### config.mk
export PLATFORM = sky130hd
export DESIGN_NAME = pls_scrambler_top
export DESIGN_NICKNAME = d
export VERILOG_FILES = /design/src/pls_code_pkg.sv /design/src/pls_sample_pkg.sv /design/src/pls_code_gen.sv /design/src/pls_rotator.sv /design/src/pls_sample_align.sv /design/src/pls_scrambler_top.sv
export SDC_FILE = /design/constraint.sdc
export NUM_CORES = 1
export LEC_CHECK = 0
export ABC_AREA = 1
export BUFFER_PORTS_ARGS = -buffer_cell sky130_fd_sc_hd__buf_4
export CAP_MARGIN = 20
export CELL_PAD_IN_SITES_DETAIL_PLACEMENT = 0
export CELL_PAD_IN_SITES_GLOBAL_PLACEMENT = 2
export CORE_MARGIN = 3
export CORE_UTILIZATION = 30
export CTS_CLUSTER_SIZE = 14
export DETAILED_ROUTE_END_ITERATION = 16
export PLACE_DENSITY = 0.85
export SYNTH_ARGS = -nofsm -noshare
export SYNTH_HDL_FRONTEND = slang
export SYNTH_SLANG_ARGS = --single-unit
### constraint.sdc
create_clock -name sys_clk -period 1.5 [get_ports sys_clk]
set_clock_uncertainty 0.15 [all_clocks]
set_input_delay 0.3 -clock sys_clk [delete_from_list [all_inputs] [get_ports sys_clk]]
set_output_delay 0.3 -clock sys_clk [all_outputs]
set_load 0.05 [all_outputs]
### src/pls_code_pkg.sv
`default_nettype none

package pls_code_pkg;

	localparam int LFSR_W = 18;

	// state of one gold-code shift register.
	typedef logic [LFSR_W-1:0] lfsr_t;

	// scrambling code rn, selects the quadrant.
	typedef logic [1:0] code_t;

	localparam lfsr_t Y_LOAD = '1;             // y register, all ones.
	localparam lfsr_t X_SEED_DEFAULT = 18'd1;  // x register, gold code 0.

	// code meanings, output as (re, im).
	localparam code_t CODE_PASS  = 2'd0; // (re, im).
	localparam code_t CODE_J     = 2'd1; // (-im, re).
	localparam code_t CODE_NEG   = 2'd2; // (-re, -im).
	localparam code_t CODE_NEG_J = 2'd3; // (im, -re).

endpackage

`default_nettype wire

### src/pls_sample_pkg.sv
`default_nettype none

package pls_sample_pkg;

	// one I or Q component, signed.
	localparam int SAMPLE_W = 16;

	typedef logic signed [SAMPLE_W-1:0] sample_t;

	localparam sample_t SAMPLE_ZERO = '0; // reset value of sample registers.

	// two's complement negate, wraps so the most negative value maps to itself.
	function automatic sample_t neg(input sample_t v);
		sample_t r;
		r = sample_t'(-v);
		return r;
	endfunction

endpackage

`default_nettype wire

### src/pls_code_gen.sv
`timescale 1ns/100ps
`default_nettype none

module pls_code_gen #(
	parameter pls_code_pkg::lfsr_t X_SEED = pls_code_pkg::X_SEED_DEFAULT
) (
	input  wire logic                sys_clk,
	input  wire logic                rst_n,
	input  wire logic                fs_en,
	input  wire logic                init_vld,
	input  wire logic                scrambler_vld,
	output pls_code_pkg::code_t      code
);

	pls_code_pkg::lfsr_t x;
	pls_code_pkg::lfsr_t y;
	logic                scr_vld_d1;
	logic                rn0;
	logic                rn1;

	// rn from the current, pre-shift state.
	assign rn0 = x[0] ^ y[0];
	assign rn1 = (x[4] ^ x[6] ^ x[15]) ^ (y[5] ^ y[6] ^ y[8] ^ (^y[15:9]));

	always_ff @(posedge sys_clk) begin
		if (!rst_n) begin
			x <= '0;
			y <= '0;
		end else if (fs_en) begin
			if (init_vld) begin // init wins over advancing.
				x <= X_SEED;
				y <= pls_code_pkg::Y_LOAD;
			end else if (scr_vld_d1) begin
				x <= {x[0] ^ x[7], x[17:1]};
				y <= {y[0] ^ y[5] ^ y[7] ^ y[10], y[17:1]};
			end
		end
	end

	always_ff @(posedge sys_clk) begin
		if (!rst_n) begin
			scr_vld_d1 <= 1'b0;
		end else if (fs_en) begin
			scr_vld_d1 <= scrambler_vld;
		end
	end

	// code holds until the next scrambled sample needs one.
	always_ff @(posedge sys_clk) begin
		if (!rst_n) begin
			code <= pls_code_pkg::CODE_PASS;
		end else if (fs_en && scr_vld_d1) begin
			code <= {rn1, rn0};
		end
	end

	// once loaded, y never falls into the all-zero lock-up state.
	a_y_nonzero : assert property (
		@(posedge sys_clk) disable iff (!rst_n)
		($past(rst_n) && $past(y) != '0) |-> (y != '0)
	);

	// code only moves on a tick that consumes a scrambled sample.
	a_code_hold : assert property (
		@(posedge sys_clk) disable iff (!rst_n)
		!(fs_en && scr_vld_d1) |=> $stable(code)
	);

endmodule

`default_nettype wire

### src/pls_rotator.sv
`timescale 1ns/100ps
`default_nettype none

module pls_rotator (
	input  wire logic                    sys_clk,
	input  wire logic                    rst_n,
	input  wire logic                    fs_en,
	input  wire logic                    scr_vld_d2,
	input  wire logic                    frame_vld_d2,
	input  wire pls_code_pkg::code_t     code,
	input  wire pls_sample_pkg::sample_t re_d2,
	input  wire pls_sample_pkg::sample_t im_d2,
	output logic                         oe,
	output pls_sample_pkg::sample_t      symbol_re_out,
	output pls_sample_pkg::sample_t      symbol_im_out
);

	pls_sample_pkg::sample_t re_rot;
	pls_sample_pkg::sample_t im_rot;

	// quadrant rotation, swap and negate only.
	always_comb begin
		case (code)
			pls_code_pkg::CODE_J: begin
				re_rot = pls_sample_pkg::neg(im_d2);
				im_rot = re_d2;
			end
			pls_code_pkg::CODE_NEG: begin
				re_rot = pls_sample_pkg::neg(re_d2);
				im_rot = pls_sample_pkg::neg(im_d2);
			end
			pls_code_pkg::CODE_NEG_J: begin
				re_rot = im_d2;
				im_rot = pls_sample_pkg::neg(re_d2);
			end
			default: begin // pass.
				re_rot = re_d2;
				im_rot = im_d2;
			end
		endcase
	end

	always_ff @(posedge sys_clk) begin
		if (!rst_n) begin
			symbol_re_out <= pls_sample_pkg::SAMPLE_ZERO;
			symbol_im_out <= pls_sample_pkg::SAMPLE_ZERO;
		end else if (fs_en) begin
			if (scr_vld_d2) begin
				symbol_re_out <= re_rot;
				symbol_im_out <= im_rot;
			end else begin // unscrambled sample.
				symbol_re_out <= re_d2;
				symbol_im_out <= im_d2;
			end
		end
	end

	always_ff @(posedge sys_clk) begin
		if (!rst_n) begin
			oe <= 1'b0;
		end else if (fs_en) begin
			oe <= frame_vld_d2; // third stage of the frame flag.
		end
	end

	a_oe_reset : assert property (
		@(posedge sys_clk)
		!rst_n |=> !oe
	);

endmodule

`default_nettype wire

### src/pls_sample_align.sv
`timescale 1ns/100ps
`default_nettype none

module pls_sample_align (
	input  wire logic                    sys_clk,
	input  wire logic                    rst_n,
	input  wire logic                    fs_en,
	input  wire logic                    scrambler_vld,
	input  wire logic                    frame_vld,
	input  wire pls_sample_pkg::sample_t re_in,
	input  wire pls_sample_pkg::sample_t im_in,
	output logic                         scr_vld_d2,
	output logic                         frame_vld_d2,
	output pls_sample_pkg::sample_t      re_d2,
	output pls_sample_pkg::sample_t      im_d2
);

	logic                    scr_vld_d1;
	logic                    frame_vld_d1;
	pls_sample_pkg::sample_t re_d1;
	pls_sample_pkg::sample_t im_d1;

	// two ticks, so each sample lines up with its code.
	always_ff @(posedge sys_clk) begin
		if (!rst_n) begin
			scr_vld_d1   <= 1'b0;
			frame_vld_d1 <= 1'b0;
			re_d1        <= pls_sample_pkg::SAMPLE_ZERO;
			im_d1        <= pls_sample_pkg::SAMPLE_ZERO;
			scr_vld_d2   <= 1'b0;
			frame_vld_d2 <= 1'b0;
			re_d2        <= pls_sample_pkg::SAMPLE_ZERO;
			im_d2        <= pls_sample_pkg::SAMPLE_ZERO;
		end else if (fs_en) begin
			scr_vld_d1   <= scrambler_vld;
			frame_vld_d1 <= frame_vld;
			re_d1        <= re_in;
			im_d1        <= im_in;
			scr_vld_d2   <= scr_vld_d1;
			frame_vld_d2 <= frame_vld_d1;
			re_d2        <= re_d1;
			im_d2        <= im_d1;
		end
	end

	a_hold_no_en : assert property (
		@(posedge sys_clk) disable iff (!rst_n)
		!fs_en |=> $stable({scr_vld_d2, frame_vld_d2, re_d2, im_d2})
	);

endmodule

`default_nettype wire

### src/pls_scrambler_top.sv
`timescale 1ns/100ps
`default_nettype none

module pls_scrambler_top #(
	parameter pls_code_pkg::lfsr_t X_SEED = pls_code_pkg::X_SEED_DEFAULT
) (
	input  wire logic                    sys_clk,
	input  wire logic                    rst_n,
	input  wire logic                    fs_en,
	input  wire logic                    init_vld,
	input  wire logic                    scrambler_vld,
	input  wire logic                    frame_vld,
	input  wire pls_sample_pkg::sample_t re_in,
	input  wire pls_sample_pkg::sample_t im_in,
	output logic                         oe,
	output pls_sample_pkg::sample_t      symbol_re_out,
	output pls_sample_pkg::sample_t      symbol_im_out
);

	pls_code_pkg::code_t     code;
	logic                    scr_vld_d2;
	logic                    frame_vld_d2;
	pls_sample_pkg::sample_t re_d2;
	pls_sample_pkg::sample_t im_d2;

	pls_code_gen #(
		.X_SEED(X_SEED)
	) u_code_gen (
		.sys_clk      (sys_clk),
		.rst_n        (rst_n),
		.fs_en        (fs_en),
		.init_vld     (init_vld),
		.scrambler_vld(scrambler_vld),
		.code         (code)
	);

	pls_sample_align u_sample_align (
		.sys_clk      (sys_clk),
		.rst_n        (rst_n),
		.fs_en        (fs_en),
		.scrambler_vld(scrambler_vld),
		.frame_vld    (frame_vld),
		.re_in        (re_in),
		.im_in        (im_in),
		.scr_vld_d2   (scr_vld_d2),
		.frame_vld_d2 (frame_vld_d2),
		.re_d2        (re_d2),
		.im_d2        (im_d2)
	);

	pls_rotator u_rotator (
		.sys_clk      (sys_clk),
		.rst_n        (rst_n),
		.fs_en        (fs_en),
		.scr_vld_d2   (scr_vld_d2),
		.frame_vld_d2 (frame_vld_d2),
		.code         (code),
		.re_d2        (re_d2),
		.im_d2        (im_d2),
		.oe           (oe),
		.symbol_re_out(symbol_re_out),
		.symbol_im_out(symbol_im_out)
	);

endmodule

`default_nettype wire
Word level (Yosys, flattened, before mapping)
Index checks and enable logic that the tools add are counted.

Add/subtract/negate cells: 2. Reduce and logical (&&, ||, !) cells: 4. Equal/unequal tests: 3. Multiplexer cells: 8. Bitwise gates (word level): 11.

Operators by type and width (number): 16-bit one-hot mux with 3 select lines (2); 18-bit 2-to-1 mux (4); 16-bit 2-to-1 mux (2); 16-bit negation (2); 1-bit bitwise XOR (11); 7-bit parity (1); 2-bit == test (second input constant) (2); 2-bit by 1-bit == test with 1-bit output (second input constant) (1); 2-bit AND reduction (1); 2-bit nonzero test (1); 1-bit logical AND (1).

Bits of input ports: 38. Output and inout bits: 33. Bits in registers: 139.

Longest topological paths before layout
Depth after elaboration: 5. Depth in mapped cells: 11. Mapped depth without buffers: 11.

By module
From an unflattened synthesis, not the netlist that was laid out.

Cell total of the unflattened synthesis: 1183. Area, all modules: 7480.9 µm².

Modules (own cells, without submodules): pls_rotator (cells each 496, instances 1, area each 2920.3 µm²); pls_sample_align (cells each 431, instances 1, area each 2792.7 µm²); pls_code_gen (cells each 256, instances 1, area each 1767.9 µm²).

Worst setup path after synthesis
No wires, ideal clock.

Path kind: reg-to-reg. Start: register u_sample_align.im_d2[0]. End: register u_rotator.symbol_re_out[10]. Slack: -0.037 ns. Data required time: 1.213 ns. Arrival time: 1.250 ns. Stages on the path, launching flop included: 10. Clock period less this slack: 1.537 ns. Cell sequence: dfxtp_1 -> inv_1 -> ha_1 -> nand3_2 -> nor2_2 -> nand3_1 -> nand3_1 -> nand3b_1 -> nand2_1 -> a21oi_1.

Cells in the longest elaborated chain, start to end: 3.

Ends and longest elaborated chain: from (decl) (line pls_sample_align.sv:15) `output pls_sample_pkg::sample_t im_d2`; from (signal assigned) (line pls_sample_align.sv:33) `im_d2 <= pls_sample_pkg::SAMPLE_ZERO;`; from (signal assigned) (line pls_sample_align.sv:42) `im_d2 <= im_d1;`; 16-bit negation (line pls_sample_pkg.sv:15) `r = sample_t'(-v);`; 16-bit one-hot mux with 3 select lines (line pls_rotator.sv:23) `case (code)`; 16-bit 2-to-1 mux (line pls_rotator.sv:48) `if (scr_vld_d2) begin`; to (signal assigned) (line pls_rotator.sv:45) `symbol_re_out <= pls_sample_pkg::SAMPLE_ZERO;`; to (signal assigned) (line pls_rotator.sv:49) `symbol_re_out <= re_rot;`; to (signal assigned) (line pls_rotator.sv:52) `symbol_re_out <= re_d2;`; to (decl) (line pls_rotator.sv:14) `output pls_sample_pkg::sample_t symbol_re_out,`.

No other way between the ends. A chain may end at the register's enable or synchronous reset.

Worst setup path after layout
Start: register u_sample_align.im_d2[4]. End: register u_rotator.symbol_im_out[13].

Cells in the longest elaborated chain, start to end: 3.

Ends and longest elaborated chain: 16-bit negation (line pls_sample_pkg.sv:15); 16-bit one-hot mux with 3 select lines (line pls_rotator.sv:23); 16-bit 2-to-1 mux (line pls_rotator.sv:48); to (signal assigned) (line pls_rotator.sv:46) `symbol_im_out <= pls_sample_pkg::SAMPLE_ZERO;`; to (signal assigned) (line pls_rotator.sv:50) `symbol_im_out <= im_rot;`; to (signal assigned) (line pls_rotator.sv:53) `symbol_im_out <= im_d2;`; to (decl) (line pls_rotator.sv:15) `output pls_sample_pkg::sample_t symbol_im_out`.

No other way between the ends.

==> impl_results.md <==
- Synthesized area: 6694 um^2
- Post-synth top flop: dfxtp_1
- Overall power: 0.01106 W
- PwrDens: 1131 nW/um^2
- Switching share of power: 27.09%
- CP endpoint kind: flip-flop
- GP Congestion: 0.9134
- Drt first pass iters: 5
- Slew Viols, Final: 0
- WL final: 21.17 mm
- Final min period: 1561 ps
- Layout area overhead: 46.06%
- Post-DP HPWL: 15.01 mm
- Iteration-0 DRC Markers: 474
- GRT Total Usage: 17.73%
- Failing checks: setup timing
- Yosys warnings: 0
- Finished Cell Area: 9777 um^2
- Pin count of the biggest net entering global routing: 34
- Nets@finish: 1,209
- Core Rows: 54
- CTS Buf Count: 17
- Hold Crit Class: in -> reg
- Fin crit share: 104.1%
- Ys async rst share: 0%
- Boundary pin count: 71
- Syn Area/Cell: 6.810 um^2
- Post-DP Area: 8323 um^2
- Total gr overflow: 0
- Net Switching: 0.002995 W
- # DRC: 0
- Setup Viol. Count Final: 18
- Initial Util: 30.58%
- Fraction of layout cells with a size suffix above 1: 27.50%
- Count of final hold-check violations: 0
- CTS Buffer Depth: 2
- WP data required: 1710 ps
- Die height: 155.4 um
- N_diodes: 0
- CTS root buffer: clkbuf_16
- Status: complete, but fails checks
- Net Count, Synth: 1,023
- Worst Setup SP: u_sample_align.im_d2[4]$_SDFFE_PN0P_
- Worst r2r src: u_sample_align.im_d2[4]$_SDFFE_PN0P_
- Die ar.: 24,140 um^2
- Routed Antenna Nets: 0
- Peak VDD IR: 0.7421 mV
- Reg2Reg Capture Point: u_rotator.symbol_im_out[13]$_SDFFE_PN0P_
- Post-synth top area share: 41.57%
- RSZ-0062 raised after global routing: yes
- Clock Sinks: 139
- Cell with the most instances after synthesis: nand2_1
- Distinct cells, synth: 30
- PortBufs: 70
- Worst setup SP type: flip-flop
- Number of antenna violations at the first check in global routing: 0
- Power share of the clock group: 45.0%
- Vias/cell: 4.734
- Slew headroom: 82.06%
- Pleak: 4.237 nW
- CTS tree: built
- EDFF count, synth: 0
- Die width: 155.4 um
- WHS Path Cells: 3
- Hold wc startpoint: fs_en
- Hold endpoint: u_rotator.symbol_re_out[0]$_SDFFE_PN0P_
- Reg2reg setup slack: -60 ps
- Post-synth top area cell: dfxtp_1
- Final setup margin: -61.44 ps
- Avg WL per Cell: 14.48 um
- DR vias: 6,921
- P_int: 0.008061 W
- Vias in the first global route: 6,621
- Worst-margin pin slew: 269.1 ps
- CP Class: reg -> reg
- Comb pwr share: 18.1%
- Data arrival, critical path: 1770 ps
- Sequential fraction of design power: 36.9%
- Commonest cells post-synth: nand2_1 (196), dfxtp_1 (139), o21ai_0 (139), nor2_1 (116), a21oi_1 (94)
- Max cap viols: 0
- Fmax: 640.4 MHz
- Largest cells by area after synthesis: dfxtp_1 (42%), nand2_1 (11%), o21ai_0 (10%)
- CTS clock-pin slew for the worst setup and hold paths: 60 ps
- CP Max Fanout: 4
- Sequential fraction of the synthesis area: 41.57%
- Cells after synthesis: 983
- Core region area: 21,890 um^2
- Depth of the CTS H-tree: 4
- Path depth of the worst reg2reg path: 10
- Clock latency on the worst-skew pair: 430 ps
- FF+latch count, synth: 139
- First-pass GRT wire length: 34.04 mm
[logic make-up after synthesis]
family,synth area share [%]
buf+inv,9.159
xor+xnor,2.486
compound gates,19.53
simple gates,26.88
fa+ha+maj,0.3738
flops,41.57
[critical path, cell delays in order (launching register included)]
cell,delay (ps)
dfxtp_4,360
nor2_4,130
inv_2,60
nor2_4,180
buf_6,130
nand2_1,60
nand2_2,80
nand3_1,70
nand3_1,80
nand2_1,70
a21oi_1,110
[state kept, by name, summed over array words and instances (netlist names), 2 cells and up]
| signal | count |
|---|---|
| u_sample_align.im_d1 | 16 |
| u_sample_align.im_d2 | 16 |
| u_rotator.symbol_re_out | 16 |
| u_sample_align.re_d1 | 16 |
| u_code_gen.code | 2 |
| u_code_gen.x | 18 |
| u_sample_align.re_d2 | 16 |
| u_rotator.symbol_im_out | 16 |
| u_code_gen.y | 18 |
[layer usage]
layer | GRT usage (%) | wire (um)
met1 | 24.79 | 10650
met2 | 27.32 | 9281
met3 | 3.199 | 781
met4 | 6.544 | 452
met5 | 0 | 0
[cell usage in the layout, fill, tap and decap left out, types with 15 or more instances in the layout]
master,count
nor2_1,102
nor2_4,15
dlygate4sd3_1,34
o21ai_0,129
clkbuf_16,17
buf_4,166
dfxtp_2,16
a21oi_1,91
dfxtp_1,120
inv_1,84
nand2_1,184
nand3_1,68
[per-stage QoR]
stage	setup WS (ps)	setup TNS, ps	util [%]	std cells	hold WS [ps]
finish	-61.44	-569.9	44.66	1462	78.06
global route	-197.7	-3398	44.66	1462	105.7
CTS	-63.23	-690.8	43.56	1461	68.63
detailed placement	-180.6	-2540	38.02	1392	301.9
global placement	-157.0	-1822	38.02	1392	293.0
floorplan	5.418	0	-	983	274.6
[worst max-delay path by stage]
stage | slack (ps) | cells past startpoint | endpoint
2_1_floorplan | 5 | 9 | u_rotator.symbol_re_out[8]$_SDFFE_PN0P_
3_3_place_gp | -160 | 9 | u_rotator.symbol_im_out[14]$_SDFFE_PN0P_
3_5_place_dp | -180 | 10 | u_rotator.symbol_im_out[14]$_SDFFE_PN0P_
4_1_cts | -60 | 10 | u_rotator.symbol_im_out[4]$_SDFFE_PN0P_
5_1_grt | -200 | 10 | u_rotator.symbol_im_out[10]$_SDFFE_PN0P_
6_report | -60 | 10 | u_rotator.symbol_im_out[13]$_SDFFE_PN0P_
[power groups by stage]
| stage | clock, W | combinational (W) | sequential [W] |
|---|---|---|---|
| 2_1_floorplan | 0 | 0.000906 | 0.00425 |
| 3_3_place_gp | 0 | 0.00175 | 0.00413 |
| 3_5_place_dp | 0 | 0.00175 | 0.00414 |
| 4_1_cts | 0.00507 | 0.00191 | 0.00407 |
| 5_1_grt | 0.00521 | 0.00220 | 0.00410 |
| 6_report | 0.00498 | 0.00200 | 0.00408 |
[layout make-up]
class	instances	area, um^2
clock buffers	22	484.2
clock inverters	10	210.2
fillers	2274	12110
inverters	97	370.4
multi-input cells	695	3642
flip-flops and latches	139	2814
well taps	280	350.3
repair buffers	219	1906
[repair_timing]
action	4_1_cts	5_1_grt
gates cloned	1	0
endpoints found under the setup margin	31	32
pin swaps	15	25
gates resized for setup	53	66
buffers inserted	2	2
hold endpoints to repair	34	0
hold buffers	34	0
Power figures use the tool's default switching activity.
